`src/hdl/xosera_pkg.sv`:
```
// shared constants for the video controller
// widths, CPU register numbers, interrupt bits and display timing
package xosera_pkg;
    // widths
    localparam int ADDR_W    = 16;      // VRAM word address
    localparam int DATA_W    = 16;      // VRAM word
    localparam int PAL_IDX_W = 4;       // palette index, one pixel
    localparam int RGB_W     = 4;       // one colour component
    localparam int REG_NUM_W = 4;
    localparam int INTR_W    = 4;       // interrupt sources

    // CPU register numbers
    localparam logic [REG_NUM_W-1:0] REG_ADDR     = 4'd0;   // VRAM address
    localparam logic [REG_NUM_W-1:0] REG_DATA     = 4'd1;   // VRAM data, addr++ on write
    localparam logic [REG_NUM_W-1:0] REG_PAL      = 4'd2;   // [15:12] index, [11:0] rgb
    localparam logic [REG_NUM_W-1:0] REG_FILL_VAL = 4'd3;
    localparam logic [REG_NUM_W-1:0] REG_FILL_CNT = 4'd4;   // write starts a fill
    localparam logic [REG_NUM_W-1:0] REG_INTR     = 4'd5;   // [11:8] mask, [3:0] status
    localparam logic [REG_NUM_W-1:0] REG_STATUS   = 4'd6;   // read only

    // interrupt bit positions
    localparam int INTR_VSYNC = 0;
    localparam int INTR_FILL  = 1;

    // display timing, in pixels and lines
    localparam int CLKS_PER_PIX   = 2;
    localparam int VIS_W          = 32;
    localparam int H_TOTAL        = 40;
    localparam int H_SYNC_START   = 34;
    localparam int H_SYNC_LEN     = 3;
    localparam int VIS_H          = 8;
    localparam int V_TOTAL        = 10;
    localparam int V_SYNC_LINE    = 9;
    localparam int PIX_PER_WORD   = 4;  // msb nibble is leftmost
    localparam int WORDS_PER_LINE = 8;
    localparam int FB_BASE        = 0;
endpackage

```
`src/hdl/vram_if.sv`:
```
`timescale 1ns/1ns
// one master's VRAM request, four-phase req/ack
// master holds addr/wr/wdata while req is high
interface vram_if;
    import xosera_pkg::*;

    logic              req;
    logic              ack;     // rdata valid while high
    logic              wr;
    logic [ADDR_W-1:0] addr;
    logic [DATA_W-1:0] wdata;
    logic [DATA_W-1:0] rdata;

    modport master (
        output req, wr, addr, wdata,
        input  ack, rdata
    );

    modport target (
        input  req, wr, addr, wdata,
        output ack, rdata
    );
endinterface

```
`src/hdl/vram_arbiter.sv`:
```
`timescale 1ns/1ns
// fixed-priority VRAM arbiter for three four-phase masters
// port 0 video (highest), port 1 CPU, port 2 fill
module vram_arbiter (
    input  wire logic                          clk,
    input  wire logic                          reset_i,
    vram_if.target                             vid_port,
    vram_if.target                             cpu_port,
    vram_if.target                             fill_port,
    output logic                               mem_en_o,
    output logic                               mem_wr_o,
    output logic      [xosera_pkg::ADDR_W-1:0] mem_addr_o,
    output logic      [xosera_pkg::DATA_W-1:0] mem_wdata_o,
    input  wire logic [xosera_pkg::DATA_W-1:0] mem_rdata_i
);
    import xosera_pkg::*;

    typedef enum logic [1:0] {
        ARB_IDLE,       // choose a requester
        ARB_ACCESS,     // memory cycle
        ARB_ACK,        // ack up, rdata valid
        ARB_WAIT        // ack held until req drops
    } arb_state_t;

    arb_state_t        state;
    logic [1:0]        grant;
    logic [1:0]        pick;
    logic [2:0]        req;
    logic              ack_on;
    logic              wr_a    [3];
    logic [ADDR_W-1:0] addr_a  [3];
    logic [DATA_W-1:0] wdata_a [3];

    assign req        = {fill_port.req, cpu_port.req, vid_port.req};
    assign wr_a[0]    = vid_port.wr;
    assign wr_a[1]    = cpu_port.wr;
    assign wr_a[2]    = fill_port.wr;
    assign addr_a[0]  = vid_port.addr;
    assign addr_a[1]  = cpu_port.addr;
    assign addr_a[2]  = fill_port.addr;
    assign wdata_a[0] = vid_port.wdata;
    assign wdata_a[1] = cpu_port.wdata;
    assign wdata_a[2] = fill_port.wdata;

    assign pick   = req[0] ? 2'd0 : (req[1] ? 2'd1 : 2'd2);
    assign ack_on = (state == ARB_ACK) || (state == ARB_WAIT);

    // granted port steers the memory
    assign mem_en_o    = (state == ARB_ACCESS);
    assign mem_wr_o    = mem_en_o && wr_a[grant];
    assign mem_addr_o  = addr_a[grant];
    assign mem_wdata_o = wdata_a[grant];

    // ack and data only to the granted port
    assign vid_port.ack    = ack_on && (grant == 2'd0);
    assign cpu_port.ack    = ack_on && (grant == 2'd1);
    assign fill_port.ack   = ack_on && (grant == 2'd2);
    assign vid_port.rdata  = (grant == 2'd0) ? mem_rdata_i : '0;
    assign cpu_port.rdata  = (grant == 2'd1) ? mem_rdata_i : '0;
    assign fill_port.rdata = (grant == 2'd2) ? mem_rdata_i : '0;

    always_ff @(posedge clk) begin
        if (reset_i) begin
            state <= ARB_IDLE;
            grant <= 2'd0;
        end else begin
            case (state)
                ARB_IDLE: begin
                    if (|req) begin
                        grant <= pick;      // priority only decided here
                        state <= ARB_ACCESS;
                    end
                end
                ARB_ACCESS: state <= ARB_ACK;
                ARB_ACK:    state <= ARB_WAIT;
                default: begin
                    if (!req[grant]) begin
                        state <= ARB_IDLE;  // ack falls with this
                    end
                end
            endcase
        end
    end
endmodule

```
`src/flat_wrapper.sv`:
```
// flat-port wrapper written by rule: the top's interface ports become plain ports
module vram_arbiter_flat import xosera_pkg::*;
  (clk, reset_i, mem_en_o, mem_wr_o, mem_addr_o, mem_wdata_o, mem_rdata_i, vid_port_req, vid_port_wr, vid_port_addr, vid_port_wdata, vid_port_ack, vid_port_rdata, cpu_port_req, cpu_port_wr, cpu_port_addr, cpu_port_wdata, cpu_port_ack, cpu_port_rdata, fill_port_req, fill_port_wr, fill_port_addr, fill_port_wdata, fill_port_ack, fill_port_rdata);
  vram_if vid_port_i ();
  vram_if cpu_port_i ();
  vram_if fill_port_i ();
  input  wire logic clk;
  input  wire logic reset_i;
  output logic mem_en_o;
  output logic mem_wr_o;
  output logic      [xosera_pkg::ADDR_W-1:0] mem_addr_o;
  output logic      [xosera_pkg::DATA_W-1:0] mem_wdata_o;
  input  wire logic [xosera_pkg::DATA_W-1:0] mem_rdata_i;
  input wire logic [$bits(vid_port_i.req)-1:0] vid_port_req;
  input wire logic [$bits(vid_port_i.wr)-1:0] vid_port_wr;
  input wire logic [$bits(vid_port_i.addr)-1:0] vid_port_addr;
  input wire logic [$bits(vid_port_i.wdata)-1:0] vid_port_wdata;
  output wire logic [$bits(vid_port_i.ack)-1:0] vid_port_ack;
  output wire logic [$bits(vid_port_i.rdata)-1:0] vid_port_rdata;
  input wire logic [$bits(cpu_port_i.req)-1:0] cpu_port_req;
  input wire logic [$bits(cpu_port_i.wr)-1:0] cpu_port_wr;
  input wire logic [$bits(cpu_port_i.addr)-1:0] cpu_port_addr;
  input wire logic [$bits(cpu_port_i.wdata)-1:0] cpu_port_wdata;
  output wire logic [$bits(cpu_port_i.ack)-1:0] cpu_port_ack;
  output wire logic [$bits(cpu_port_i.rdata)-1:0] cpu_port_rdata;
  input wire logic [$bits(fill_port_i.req)-1:0] fill_port_req;
  input wire logic [$bits(fill_port_i.wr)-1:0] fill_port_wr;
  input wire logic [$bits(fill_port_i.addr)-1:0] fill_port_addr;
  input wire logic [$bits(fill_port_i.wdata)-1:0] fill_port_wdata;
  output wire logic [$bits(fill_port_i.ack)-1:0] fill_port_ack;
  output wire logic [$bits(fill_port_i.rdata)-1:0] fill_port_rdata;
  assign vid_port_i.req = vid_port_req;
  assign vid_port_i.wr = vid_port_wr;
  assign vid_port_i.addr = vid_port_addr;
  assign vid_port_i.wdata = vid_port_wdata;
  assign vid_port_ack = vid_port_i.ack;
  assign vid_port_rdata = vid_port_i.rdata;
  assign cpu_port_i.req = cpu_port_req;
  assign cpu_port_i.wr = cpu_port_wr;
  assign cpu_port_i.addr = cpu_port_addr;
  assign cpu_port_i.wdata = cpu_port_wdata;
  assign cpu_port_ack = cpu_port_i.ack;
  assign cpu_port_rdata = cpu_port_i.rdata;
  assign fill_port_i.req = fill_port_req;
  assign fill_port_i.wr = fill_port_wr;
  assign fill_port_i.addr = fill_port_addr;
  assign fill_port_i.wdata = fill_port_wdata;
  assign fill_port_ack = fill_port_i.ack;
  assign fill_port_rdata = fill_port_i.rdata;
  vram_arbiter u_core (.clk(clk), .reset_i(reset_i), .vid_port(vid_port_i), .cpu_port(cpu_port_i), .fill_port(fill_port_i), .mem_en_o(mem_en_o), .mem_wr_o(mem_wr_o), .mem_addr_o(mem_addr_o), .mem_wdata_o(mem_wdata_o), .mem_rdata_i(mem_rdata_i));
endmodule
```
`config.mk`:
```
export PLATFORM = sky130hd
export DESIGN_NAME = vram_arbiter_flat
export DESIGN_NICKNAME = d
export VERILOG_FILES = /design/src/hdl/xosera_pkg.sv /design/src/hdl/vram_if.sv /design/src/hdl/vram_arbiter.sv /design/src/flat_wrapper.sv
export SDC_FILE = /design/constraint.sdc
export NUM_CORES = 1
export LEC_CHECK = 0
export ABC_AREA = 1
export BUFFER_PORTS_ARGS = -buffer_cell sky130_fd_sc_hd__buf_2
export CAP_MARGIN = 5
export CELL_PAD_IN_SITES_DETAIL_PLACEMENT = 1
export CELL_PAD_IN_SITES_GLOBAL_PLACEMENT = 1
export CORE_MARGIN = 2
export CORE_UTILIZATION = 16
export CTS_BUF_LIST = sky130_fd_sc_hd__clkbuf_4 sky130_fd_sc_hd__clkbuf_8
export DETAILED_ROUTE_END_ITERATION = 8
export PLACE_DENSITY_LB_ADDON = 0.1
export SLEW_MARGIN = 20
export SYNTH_ARGS = -nofsm -noshare
export SYNTH_HDL_FRONTEND = slang
export SYNTH_SLANG_ARGS = --single-unit
```
`constraint.sdc`:
```
create_clock -name clk -period 1.35 [get_ports clk]
set_clock_uncertainty 0.05 [all_clocks]
set_input_delay 0.0675 -clock clk [delete_from_list [all_inputs] [get_ports clk]]
set_output_delay 0.0675 -clock clk [all_outputs]
set_load 0.05 [all_outputs]
```
# Word-level counts from Yosys, hierarchy flattened
# Cells that the tools add are included.
[totals] ff_bits=4 latch_bits=0 ramBits=0 romBits=0 out_inout_bits=85 wordCells=41 n_memories=0
[classes] n_addsub=0 n_mul=0 n_div=0 magnitude_cmp=2 n_eq_ne=7 shifts=0 muxes=19 n_bitwise=1 reduce_logical=10
[op_table] cell="16-bit 2-to-1 mux" count=7
[op_table] cell="16-bit binary-select mux with 2-bit select" count=2
[op_table] cell="2-bit 2-to-1 mux" count=4
[op_table] cell="2-bit equality test (second input constant)" count=3
[op_table] cell="2-bit case mux with 3 select lines" count=1
[op_table] cell="1-bit binary-select mux with 2-bit select" count=2
[op_table] cell="2-bit by 1-bit equality test with 1-bit output (second input constant)" count=2
[op_table] cell="1-bit logical AND" count=4
[op_table] cell="2-bit zero test" count=2
[op_table] cell="4-bit by 2-bit inequality test with 1-bit output (second input constant)" count=1
[op_table] cell="2-bit AND reduction" count=2
[op_table] cell="3-bit >= comparator (second input constant)" count=1
[op_table] cell="2-bit by 3-bit < comparator with 1-bit output (second input constant)" count=1
[op_table] cell="1-bit 2-to-1 mux" count=3
[op_table] cell="2-bit NOT with 3-bit output" count=1
[op_table] cell="3-bit OR reduction" count=1
[op_table] cell="2-bit by 1-bit inequality test with 1-bit output (second input constant)" count=1
[op_table] cell="1-bit logical OR" count=1

# Depth between registers and ports, before layout
# Gate-level depths: netlist of the first run.
[logic_depth] ltp_word=5 depth_mapped=8 ltp_nobuf=7

# Worst setup path before layout of the first run
# No wires, ideal clock.
[synth_timing] path_type="reg2out" startpoint="reg u_core.grant[0]" endpoint="out vid_port_rdata[10]" arrival_ps=1470 path_slack_ps=-238 stages_incl_launch_ff=6 n_path_buf=2 path_cell_list="dfxtp_1 -> buf_6 -> nor2_8 -> inv_2 -> buf_2 -> nor2_1"
[synth_between] elab_chain_cells=2
[synth_rtl] item="start, declared" line="vram_arbiter.sv:26" text="logic [1:0] grant;"
[synth_rtl] item="start signal, assigned" line="vram_arbiter.sv:70" text="grant <= pick;"
[synth_rtl] item="2-bit zero test" line="vram_arbiter.sv:58" text="assign vid_port.rdata = (grant == 2'd0) ? mem_rdata_i : '0;"
[synth_rtl] item="16-bit 2-to-1 mux" line="vram_arbiter.sv:58"
[synth_rtl] item="end, declared" line="flat_wrapper.sv:19" text="output wire logic [$bits(vid_port_i.rdata)-1:0] vid_port_rdata;"
# No other way between the ends.

# Worst setup path in the final report of the first run
[layout_timing] startpoint="reg u_core.grant[1]" endpoint="out vid_port_rdata[6]"
# Same word-level chain as after synthesis.

==> results summary, run 1 <==
Data arrives at the worst endpoint at 1440 ps. Setup repair after global routing could not meet its margin everywhere. The transition at the pin with the smallest max-transition slack came out at 294.1 ps. The highest clock rate came out at 641.6 MHz. The worst hold path endpoint is u_core.grant[1]$_SDFFE_PP0P_. The kind of launch point of the worst setup path is a flip-flop. The via count came out at 2842.

The path type of the worst min-delay path is input port to flip-flop. The deepest clock path buffer count came out at 2. The required time of the worst setup path is 1230 ps. The residual overflow from global routing is 0. The leakage power figure is 2.316 nW. Row generation in the floorplan step produced 33 rows. For this design the top-level I/O count stands at 205. In the global route stage, overall resource usage came out at 20.24%. The number of library cell types mapped by synthesis came out at 17. The post-detailed-routing wire length is 11510 um. The HPWL after detailed placement is 6697 um. After detailed routing, the number of vias per cell comes to 4.768. The worst hold slack after final layout is 15.73 ps.

The checks that failed: setup timing. The number of nets produced by synthesis is 392. The run finished, with violations left.

The clock transition at the registers of the reported paths is 30 ps. The clock sink total came out at 4. Setup slack on the critical path of the routed design comes to -208.6 ps. The minimum setup slack among reg-to-reg paths came out at 50 ps.

Measured in cells, the most critical reg-to-reg path has a length of 7. The critical path capture point type is a primary output. The number of endpoints failing setup at the final stage is 84. Across the VDD grid, the largest voltage drop is 1.392 mV. The library cell used most frequently in the layout, excluding fill and tap cells, is buf_2. The clock latency at the later pin of the worst-skew pair came out at 220 ps. The count of input and output buffers came out at 204.

The detailed-routing iteration count for the pre-antenna-repair pass came out at 4. The die outline width came out at 94.75 um. The Yosys step of the flow raised 0 warnings. The count of routing violations after the opening detailed-route iteration came out at 55. The remaining number of nets flagged by the antenna check after routing came out at 0. The final worst-path cycle share came out at 115.5%. The area of the mapped netlist is 1318 um2. The hold violation count in the final report is 0.

The number of global-route vias before repair is 2794. The terminus of the critical flop-to-flop path is u_core.state[0]$_SDFFE_PP0P_. The finished cells cover 4698 um2. The sum of negative setup slack is -9347 ps. TritonCTS built the clock tree. The synthesized area divided by synthesized cell count is 4.935 um2. The core area is 8093 um2. The gate count of the mapped netlist came out at 267. The number of flip-flops and latches in the synthesized netlist came out at 4. The mean routed wirelength per cell is 19.31 um. The startpoint identified for the worst hold timing path is reset_i. Once placement completed, the tool counted placed cells totaling 579. The clock root buffer is clkbuf_8.

0 antenna diodes ended up in the layout. The final critical path time including I/O delays and setup came out at 1559 ps. Buffers inserted to repair hold after CTS numbered 0.

The initial core utilization is 16.28%. At the end of the flow, the number of nets in the layout was 618. The post-placement cell area came out at 2838 um2. The area enclosed by the die boundary is 8977 um2. The worst slew margin relative to its limit came out at 80.37%. The global-route wire length before repair came out at 14400 um. Clock tree synthesis inserted a total of 3 buffers.

The worst setup timing slack at the placement stage is -1.726 ps. CTS built an H-tree with a depth of 1. The top cell types in the final layout, fill and taps aside, are buf_2 (120), nand3_1 (58), buf_8 (53), buf_6 (43), nor2_4 (39).

The post-route netlist has 79.84% of its cells at a drive strength greater than 1. The sequential fraction of the synthesis area is 6.078%. The startpoint identified for the worst register-to-register timing path is u_core.grant[1]$_SDFFE_PP0P_. The floorplan die height came out at 94.75 um.

The number of antenna violations at the first check in global routing came out at 0. The congestion estimate from routability-driven global placement came to 0.7571. The number of max-cap violations came out at 0.

The total power per unit cell area is 1967 nW/um2. The final-report max-slew violation count came out at 0. The post-synthesis to final-layout area growth came out at 256.6%. The number of cells on the worst hold path is 2. The maximum number of pins on one net before global-route repair came out at 18. After the flow finishes, the layout carries non-filler instances totaling 596. Along the worst path, the maximum fanout reaches 8.

For this run, design rule violations remaining after detail routing come to 0. The critical path is of the flip-flop to primary output type.
==> stage by stage <==
step | utilization (%) | total power [mW]
2_1_floorplan | - | 4.196
3_3_place_gp | 35.06 | 5.633
3_5_place_dp | 35.06 | 5.660
4_1_cts | 47.57 | 7.760
5_1_grt | 58.06 | 9.632
6_report | 58.06 | 9.240
==> Yosys cell counts, drive strengths merged <==
cell type | number | area (um2)
buf | 14 | 82.58
nand3 | 106 | 540.5
ha | 5 | 62.56
clkbuf | 6 | 22.52
dfxtp | 4 | 80.08
nand3b | 1 | 7.510
a211oi | 1 | 7.510
nor2 | 57 | 230.2
nand2 | 43 | 163.9
inv | 26 | 97.59
o21bai | 1 | 7.510
a21oi | 3 | 15.01
==> state kept, by name, indices dropped and copies added (netlist names) <==
| signal | flops |
|---|---|
| u_core.grant | 2 |
| u_core.state | 2 |
==> critical path: stages (launching register included) <==
cell and delay [ps]:
dfxtp_4 330, buf_6 120, nor2_8 120, buf_6 140
inv_8 50, buf_16 150, nor2_4 140, buf_8 170
==> cell families after synthesis <==
group	after synthesis	share of synthesized area [%]
buf+inv	46	15.38
simple gates	207	71.51
fa+ha+maj	5	4.748
compound gates	5	2.279
flops	4	6.078
==> layer usage <==
layer / routed length, um / vias up / global-route usage, % / share of wire [%]
met5: 0 / - / 0 / 0
met4: 365 / 0 / 3.744 / 3.2
met3: 863 / 26 / 5.028 / 7.5
met2: 6539 / 144 / 41.19 / 57
met1: 3741 / 1345 / 20.55 / 33
li1: - / 1327 / - / -
==> worst max path at each step <==
stage                              end  slack, ps  cells past startpoint                    startpoint
detailed placement      mem_addr_o[14]         -2                      6  u_core.grant[0]$_SDFFE_PP0P_
global placement       mem_wdata_o[14]         10                      6  u_core.grant[1]$_SDFFE_PP0P_
floorplan           cpu_port_rdata[10]       -220                      5  u_core.grant[1]$_SDFFE_PP0P_
finish               vid_port_rdata[6]       -210                      7  u_core.grant[1]$_SDFFE_PP0P_
global route         vid_port_rdata[6]       -240                      7  u_core.grant[1]$_SDFFE_PP0P_
CTS                  vid_port_rdata[3]       -140                      7  u_core.grant[1]$_SDFFE_PP0P_
==> timing repair <==
action                                  4_1_cts  5_1_grt
pin swaps                                     1        3
cloned                                        4        6
setup buffers                                 4        0
endpoints found under the setup margin       84       87
resized for setup                           254      167
==> final cells by class <==
cell class	count	area [um2]
timing repair buffer	241	2341
clock buffer	3	41.29
sequential	4	85.08
multi-input combinational	217	1979
tap	105	131.4
fill	933	3395
inverter	26	120.1
==> power breakdown <==
group,switching (mW),total [mW],internal (mW)
Combinational,5.20,8.79,3.59
Clock,0.0602,0.250,0.190
Sequential,0.0347,0.203,0.168
No activity file was read; power rests on OpenSTA's default activity.
==> run 2: changes to the inputs <==
RECOVER_POWER = 25   (was not set)
==> run 2 against run 1 <==
Compared with the run above: largest cell class unchanged; critical path depth is the same; final area is essentially flat; global-route usage is the same; highest routed layer unchanged; utilization is essentially flat; count of clock-buffer cells in the layout is the same; critical path type unchanged; via count is the same; the run still ends with setup timing left; final cell count is the same; hold slack is the same; non-clock buffer count is the same; die area is the same; first-iteration DRC count is the same.
==> results summary, run 2 (synthesis gave the netlist of run 1 again) <==
The run finished, with violations left. The final reports fail on setup timing. The design draws 9.237 mW. The remaining number of nets flagged by the antenna check after routing came out at 0.

The highest clock rate is 641.6 MHz. The final critical path time including I/O delays and setup came out at 1559 ps. In this run the core area contains 33 standard-cell rows. The library cell used most frequently in the layout, excluding fill and tap cells, is buf_2. The required time of the worst setup path is 1230 ps. The post-placement cell area came out at 2838 um2.

The highest cell delay on the worst timing path is 330 ps. The total power per unit cell area came out at 1966 nW/um2. The final non-filler cell total came out at 596. The number of buffers inserted for hold repair after clock tree synthesis came out at 0. The floorplan die height came out at 94.75 um. The TritonCTS clock tree is built. The clock buffer count from CTS is 3. The post-detailed-routing wire length came out at 11510 um. The area enclosed by the die boundary is 8977 um2.

The first global-routing pass estimated 14400 um of wire. The clock latency at the later pin of the worst-skew pair came out at 220 ps. The wire-length estimate of the detail-placed layout is 6697 um. Across every metal layer, demand over resource in global routing totals 20.24%.

The leakage power figure is 2.315 nW. Of all nets on the critical path, the largest fanout is 8. The worst setup path is launched from a flip-flop. At the pin with the least slew margin, the transition time is 294.1 ps. Headroom to the max-slew limit came out at 80.37%.

Among the stages of the critical path, the cell type that occurs most often is buf_6. The largest registers in the layout are u_core.grant (2), u_core.state (2). After routing the design area is 4697 um2.

The clock transition at the registers of the reported paths is 30 ps. The hold violation count in the final report came out at 0. The count of routing violations after the opening detailed-route iteration came out at 55. The congestion estimate from routability-driven global placement came to 0.7571.

The deepest clock path buffer count is 2. The number of max-cap violations is 0. Dividing the detail-routed wire length by the instance count gives 19.31 um. Together, buffers and inverters on the worst path number 5. The largest vdd supply drop came out at 1.392 mV. Once the floorplan was initialized, standard cells occupied 16.28% of the core. After layout, the worst path uses 115.5% of the clock period. The detailed-routing iteration count for the pre-antenna-repair pass is 4.

The number of vias per cell came out at 4.768. The largest individual stage delay along the critical path comes from the cell dfxtp_4. The clock root buffer is clkbuf_8. The number of antenna violations at the first check in global routing is 0. The die is 94.75 um wide. In the layout the commonest cells are buf_2 (120), nand3_1 (58), buf_8 (53), buf_6 (43), nor2_4 (39). The number of top-level pins is 205. The maximum number of pins on one net before global-route repair came out at 18. The DRC violation count after routing came out at 0. STA classifies the critical path endpoint as a primary output. The number of diodes added for antenna fixing is 0.

The post-synthesis to final-layout area growth came out at 256.5%. In this run the number of H-tree levels came out at 1. The final-report max-slew violation count was 0. By startpoint and endpoint, the worst setup path is classified as flip-flop to primary output. The clock sink total came out at 4. The placed cell count is 579. For this run the aggregate overflow at the end of global routing stands at 0. In the final timing run, aggregate negative setup slack is -9365 ps. The count of input and output buffers is 204.

The path class of the tightest hold or removal check is input port to flip-flop. The net count reported at finish is 618. The data arrival at the endpoint of the critical path came out at 1440 ps. The kind of cell with the highest combined delay along the critical path is buffers and inverters.

The via count is 2842. Traced cell by cell, the critical path runs through buf_6 > nor2_8 > buf_6 > inv_8 > buf_16 > nor2_4 > buf_8. The utilization after layout is 58.04%. The smallest setup slack after layout came out at -208.6 ps. The number of global-route vias before repair is 2794. The fraction of final layout cells with drive strength greater than 1 is 79.63%. The floorplan step defined a core boundary enclosing 8093 um2. Setup repair after global routing could not meet its margin everywhere. Setup violations remaining at the end of the flow were counted as 85.
## run 2: what timing repair did
item,4_1_cts,5_1_grt
gates resized for setup,254,167
setup buffers,4,0
gates cloned,4,6
pin swaps,1,3
setup endpoints to repair,84,87
## run 2: final timing paths
path	startpoint	end	slack, ps	cells after the start
worst max-delay path	u_core.grant[1]$_SDFFE_PP0P_	vid_port_rdata[6]	-210	7
worst min-delay path	reset_i	u_core.grant[1]$_SDFFE_PP0P_	20	2
worst max register to register	u_core.state[1]$_SDFFE_PP0P_	u_core.state[0]$_SDFFE_PP0P_	-20	6
worst min register to register	u_core.state[1]$_SDFFE_PP0P_	u_core.state[1]$_SDFFE_PP0P_	520	2
## run 2: power breakdown
part	internal [mW]	switching (mW)	total, mW
registers	0.166	0.0347	0.200
clock network	0.190	0.0602	0.250
logic	3.59	5.20	8.79
total	3.94	5.30	9.24
## run 2: routing by layer
layer	vias up	share of wire [%]	track usage (%)
li1	1327	-	-
met1	1345	33	20.55
met2	144	57	41.19
met3	26	7.5	5.028
met4	0	3.2	3.744
met5	-	0	0
## run 2: cell type report
type	instances	area, um2
tap	105	131.4
inverter	26	120.1
fill	934	3396
sequential	4	83.83
timing repair buffer	241	2341
multi-input combinational	217	1979
clock buffer	3	41.29
## run 2: worst reg2reg max path, stage by stage, from the launching register on
cell and delay, ps:
dfxtp_1 420, inv_1 100, ha_1 270, o21bai_1 220, nand3_2 100, nand2_1 70
nor2_1 40
## run 2: metrics by stage
stage	hold slack, ps	setup WS (ps)
after floorplan	86.57	-221.9
after global placement	228.8	14.74
after detailed placement	222.1	-1.726
after CTS	0.9534	-140.1
after global routing	30.30	-244.1
final	15.73	-208.6
==> run 3: changes to the inputs <==
TNS_END_PERCENT = 10   (was not set)
==> run 3 against run 2 <==
Compared with the run above: the flow still finishes with violations (setup timing); total power fell by 16%; utilization fell by 12 points; count of clock-buffer cells in the layout did not move; routed wire length fell by 22%; hold slack improved by 86 ps; sequential power rose by 2%; global-route usage fell by 1.9 points; largest cell class unchanged; largest power group unchanged.
==> results summary, run 3 (synthesis gave the netlist of run 1 again) <==
Entering global routing, the biggest net connects 18 pins. The DRC violation count after routing is 0. Global routing used 18.33% of the available tracks. The number of placement rows came out at 33. TritonCTS built the clock tree. The class of the most critical setup path is flip-flop to primary output.

The number of diodes added for antenna fixing is 0. The clock buffer count from CTS came out at 3. Headroom to the max-slew limit came out at 82.93%. The largest registers in the layout are u_core.grant (2), u_core.state (2).

The area of the multi-input gates came out at 1365 um2. The worst flop-to-flop path startpoint is u_core.grant[1]$_SDFFE_PP0P_. At the end of the flow, the number of nets in the layout was 615. The data arrival at the endpoint of the critical path came out at 1390 ps. The run finished, with violations left. The signal on the critical path passes through buf_6 > nor2_8 > buf_6 > inv_6 > buf_12 > nor2_4 > buf_6. The count of routing violations after the opening detailed-route iteration came out at 29.

The HPWL after detailed placement is 6668 um. In this run the clock root is driven by a clkbuf_8. The remaining number of nets flagged by the antenna check after routing came out at 0. The mean routed wirelength per cell is 15.21 um.

Routability-driven placement finished with a final weighted congestion of 0.7591. The utilization after layout came out at 46.20%. In this run the worst setup path begins at u_core.grant[1]$_SDFFE_PP0P_.

The deepest clock path buffer count came out at 2. The final critical path time including I/O delays and setup is 1509 ps. The layout has 1031 filler cells. The highest clock rate is 662.6 MHz. The number of vias per cell came out at 4.533. The floorplan die height is 94.75 um. The global-route wire length before repair is 13300 um.

The number of global-route vias before repair came to 2704. The hold violation count in the final report came out at 0. The residual overflow from global routing is 0. The startpoint identified for the worst hold timing path is cpu_port_req. The leakage power figure came out at 2.052 nW. The required time of the worst setup path is 1230 ps.

The clock transition at the registers of the reported paths is 30 ps. The number of max-cap violations is 0. Pin placement for this block handled 205 I/O pins. The final-report max-slew violation count came out at 0. The library cells used most frequently in the layout, excluding fill and tap cells, are buf_2 (120), nand3_1 (72), nand2_1 (40), buf_8 (38). The cell that appears most often on the critical path is buf_6. The clock latency at the later pin of the worst-skew pair is 220 ps. Setup repair after global routing could not meet its margin everywhere. The register area came out at 86.33 um2. For this block, the via count after detailed routing is 2688. The final worst-path cycle share is 111.8%. The detailed-routing iteration count for the pre-antenna-repair pass came out at 4. The number of endpoints failing setup at the final stage came out at 83. The post-detailed-routing wire length is 9020 um. The post-synthesis to final-layout area growth came out at 183.8%. The total area inside the core boundary comes to 8093 um2. The worst setup path is launched from a flip-flop. The transition at the pin with the smallest max-transition slack came out at 257.9 ps. The count of input and output buffers is 204. The number of antenna violations at the first check in global routing came out at 0. The min-delay analysis places its worst path in the category input port to flip-flop. After detailed placement, the design holds a cell count of 583. Counting every sink on the clock net gives 4. The most common cell after layout, fill and taps aside is buf_2. The total power per unit cell area came out at 2065 nW/um2. In the final layout, the share of cells above drive strength 1 is 64.55%. The area enclosed by the die boundary came out at 8977 um2.

Leaving out filler cells and counting taps, the final layout contains 593. CTS built an H-tree with a depth of 1. The highest cell delay on the worst timing path came out at 330 ps. The checks that failed: setup timing. The initial core utilization came out at 16.28%. The smallest setup slack after layout is -159.1 ps.

The die outline width came out at 94.75 um. The maximum net fanout on the critical path is 9. The largest vdd supply drop is 0.9763 mV. The critical path capture point type is a primary output. The slowest cell on the critical path is dfxtp_2. Power comes to 7.719 mW.
[run 3: cell types whose count changed in the layout (fill, tap and decap cells not counted), moves of 14 or more]
cell and change:
nand2_1 +32, buf_8 -15, nand3_1 +14, nor2_1 +23, nand2_4 -33, buf_4 +28
nor2_4 -21, nand3_4 -14
[run 3: layout make-up]
class                   count  share of cell area, %
flip-flops and latches      4                  2.309
inverters                  26                  2.744
clock buffers               3                  1.104
well taps                 105                  3.514
multi-input cells         217                  36.51
repair buffers            238                  53.82
[run 3: worst max-delay path: cells and delay by family (launching register included)]
kind | cells | cell delay, ps
buf+inv | 5 | 610
flops | 1 | 330
simple gates | 2 | 220
[run 3: metrics by stage]
step / area, um2 / hold slack, ps / setup slack, ps / TNS, ps
final: 3739 / 101.7 / -159.1 / -6857
after global routing: 3739 / 110.0 / -196.2 / -12270
after CTS: 3490 / 101.2 / -148.2 / -7197
after detailed placement: 2678 / 229.6 / -22.06 / -87.82
after global placement: 2678 / 232.3 / 22.37 / 0
after floorplan: 1378 / 86.57 / -221.9 / -6038
[run 3: final timing paths]
path                                                endpoint  slack [ps]  cells after the start
worst max-delay path                       vid_port_rdata[2]        -160                      7
worst min-delay path            u_core.grant[0]$_SDFFE_PP0P_         100                      3
worst max register to register  u_core.state[0]$_SDFFE_PP0P_          40                      8
worst min register to register  u_core.state[1]$_SDFFE_PP0P_         440                      2
[run 3: power by group]
part / switching, mW / internal, mW / leakage [nW]
Sequential: 0.0370 / 0.167 / 0.0345
Clock: 0.0674 / 0.191 / 0.0216
Combinational: 4.44 / 2.82 / 2.00
Total: 4.54 / 3.18 / 2.05
[run 3: metal layers]
metal / track usage (%) / wire [um]
met2: 36.05 / 4856
met1: 20.58 / 3363
met3: 3.432 / 698
met4: 2.657 / 102
met5: 0 / 0
[run 3: timing repair]
action,in CTS,in global routing
gates resized for setup,207,63
hold buffers,1,0
endpoints found under the setup margin,84,86
setup buffers,3,1
endpoints found under the hold margin,2,0
pin swaps,3,1
gates cloned,2,0
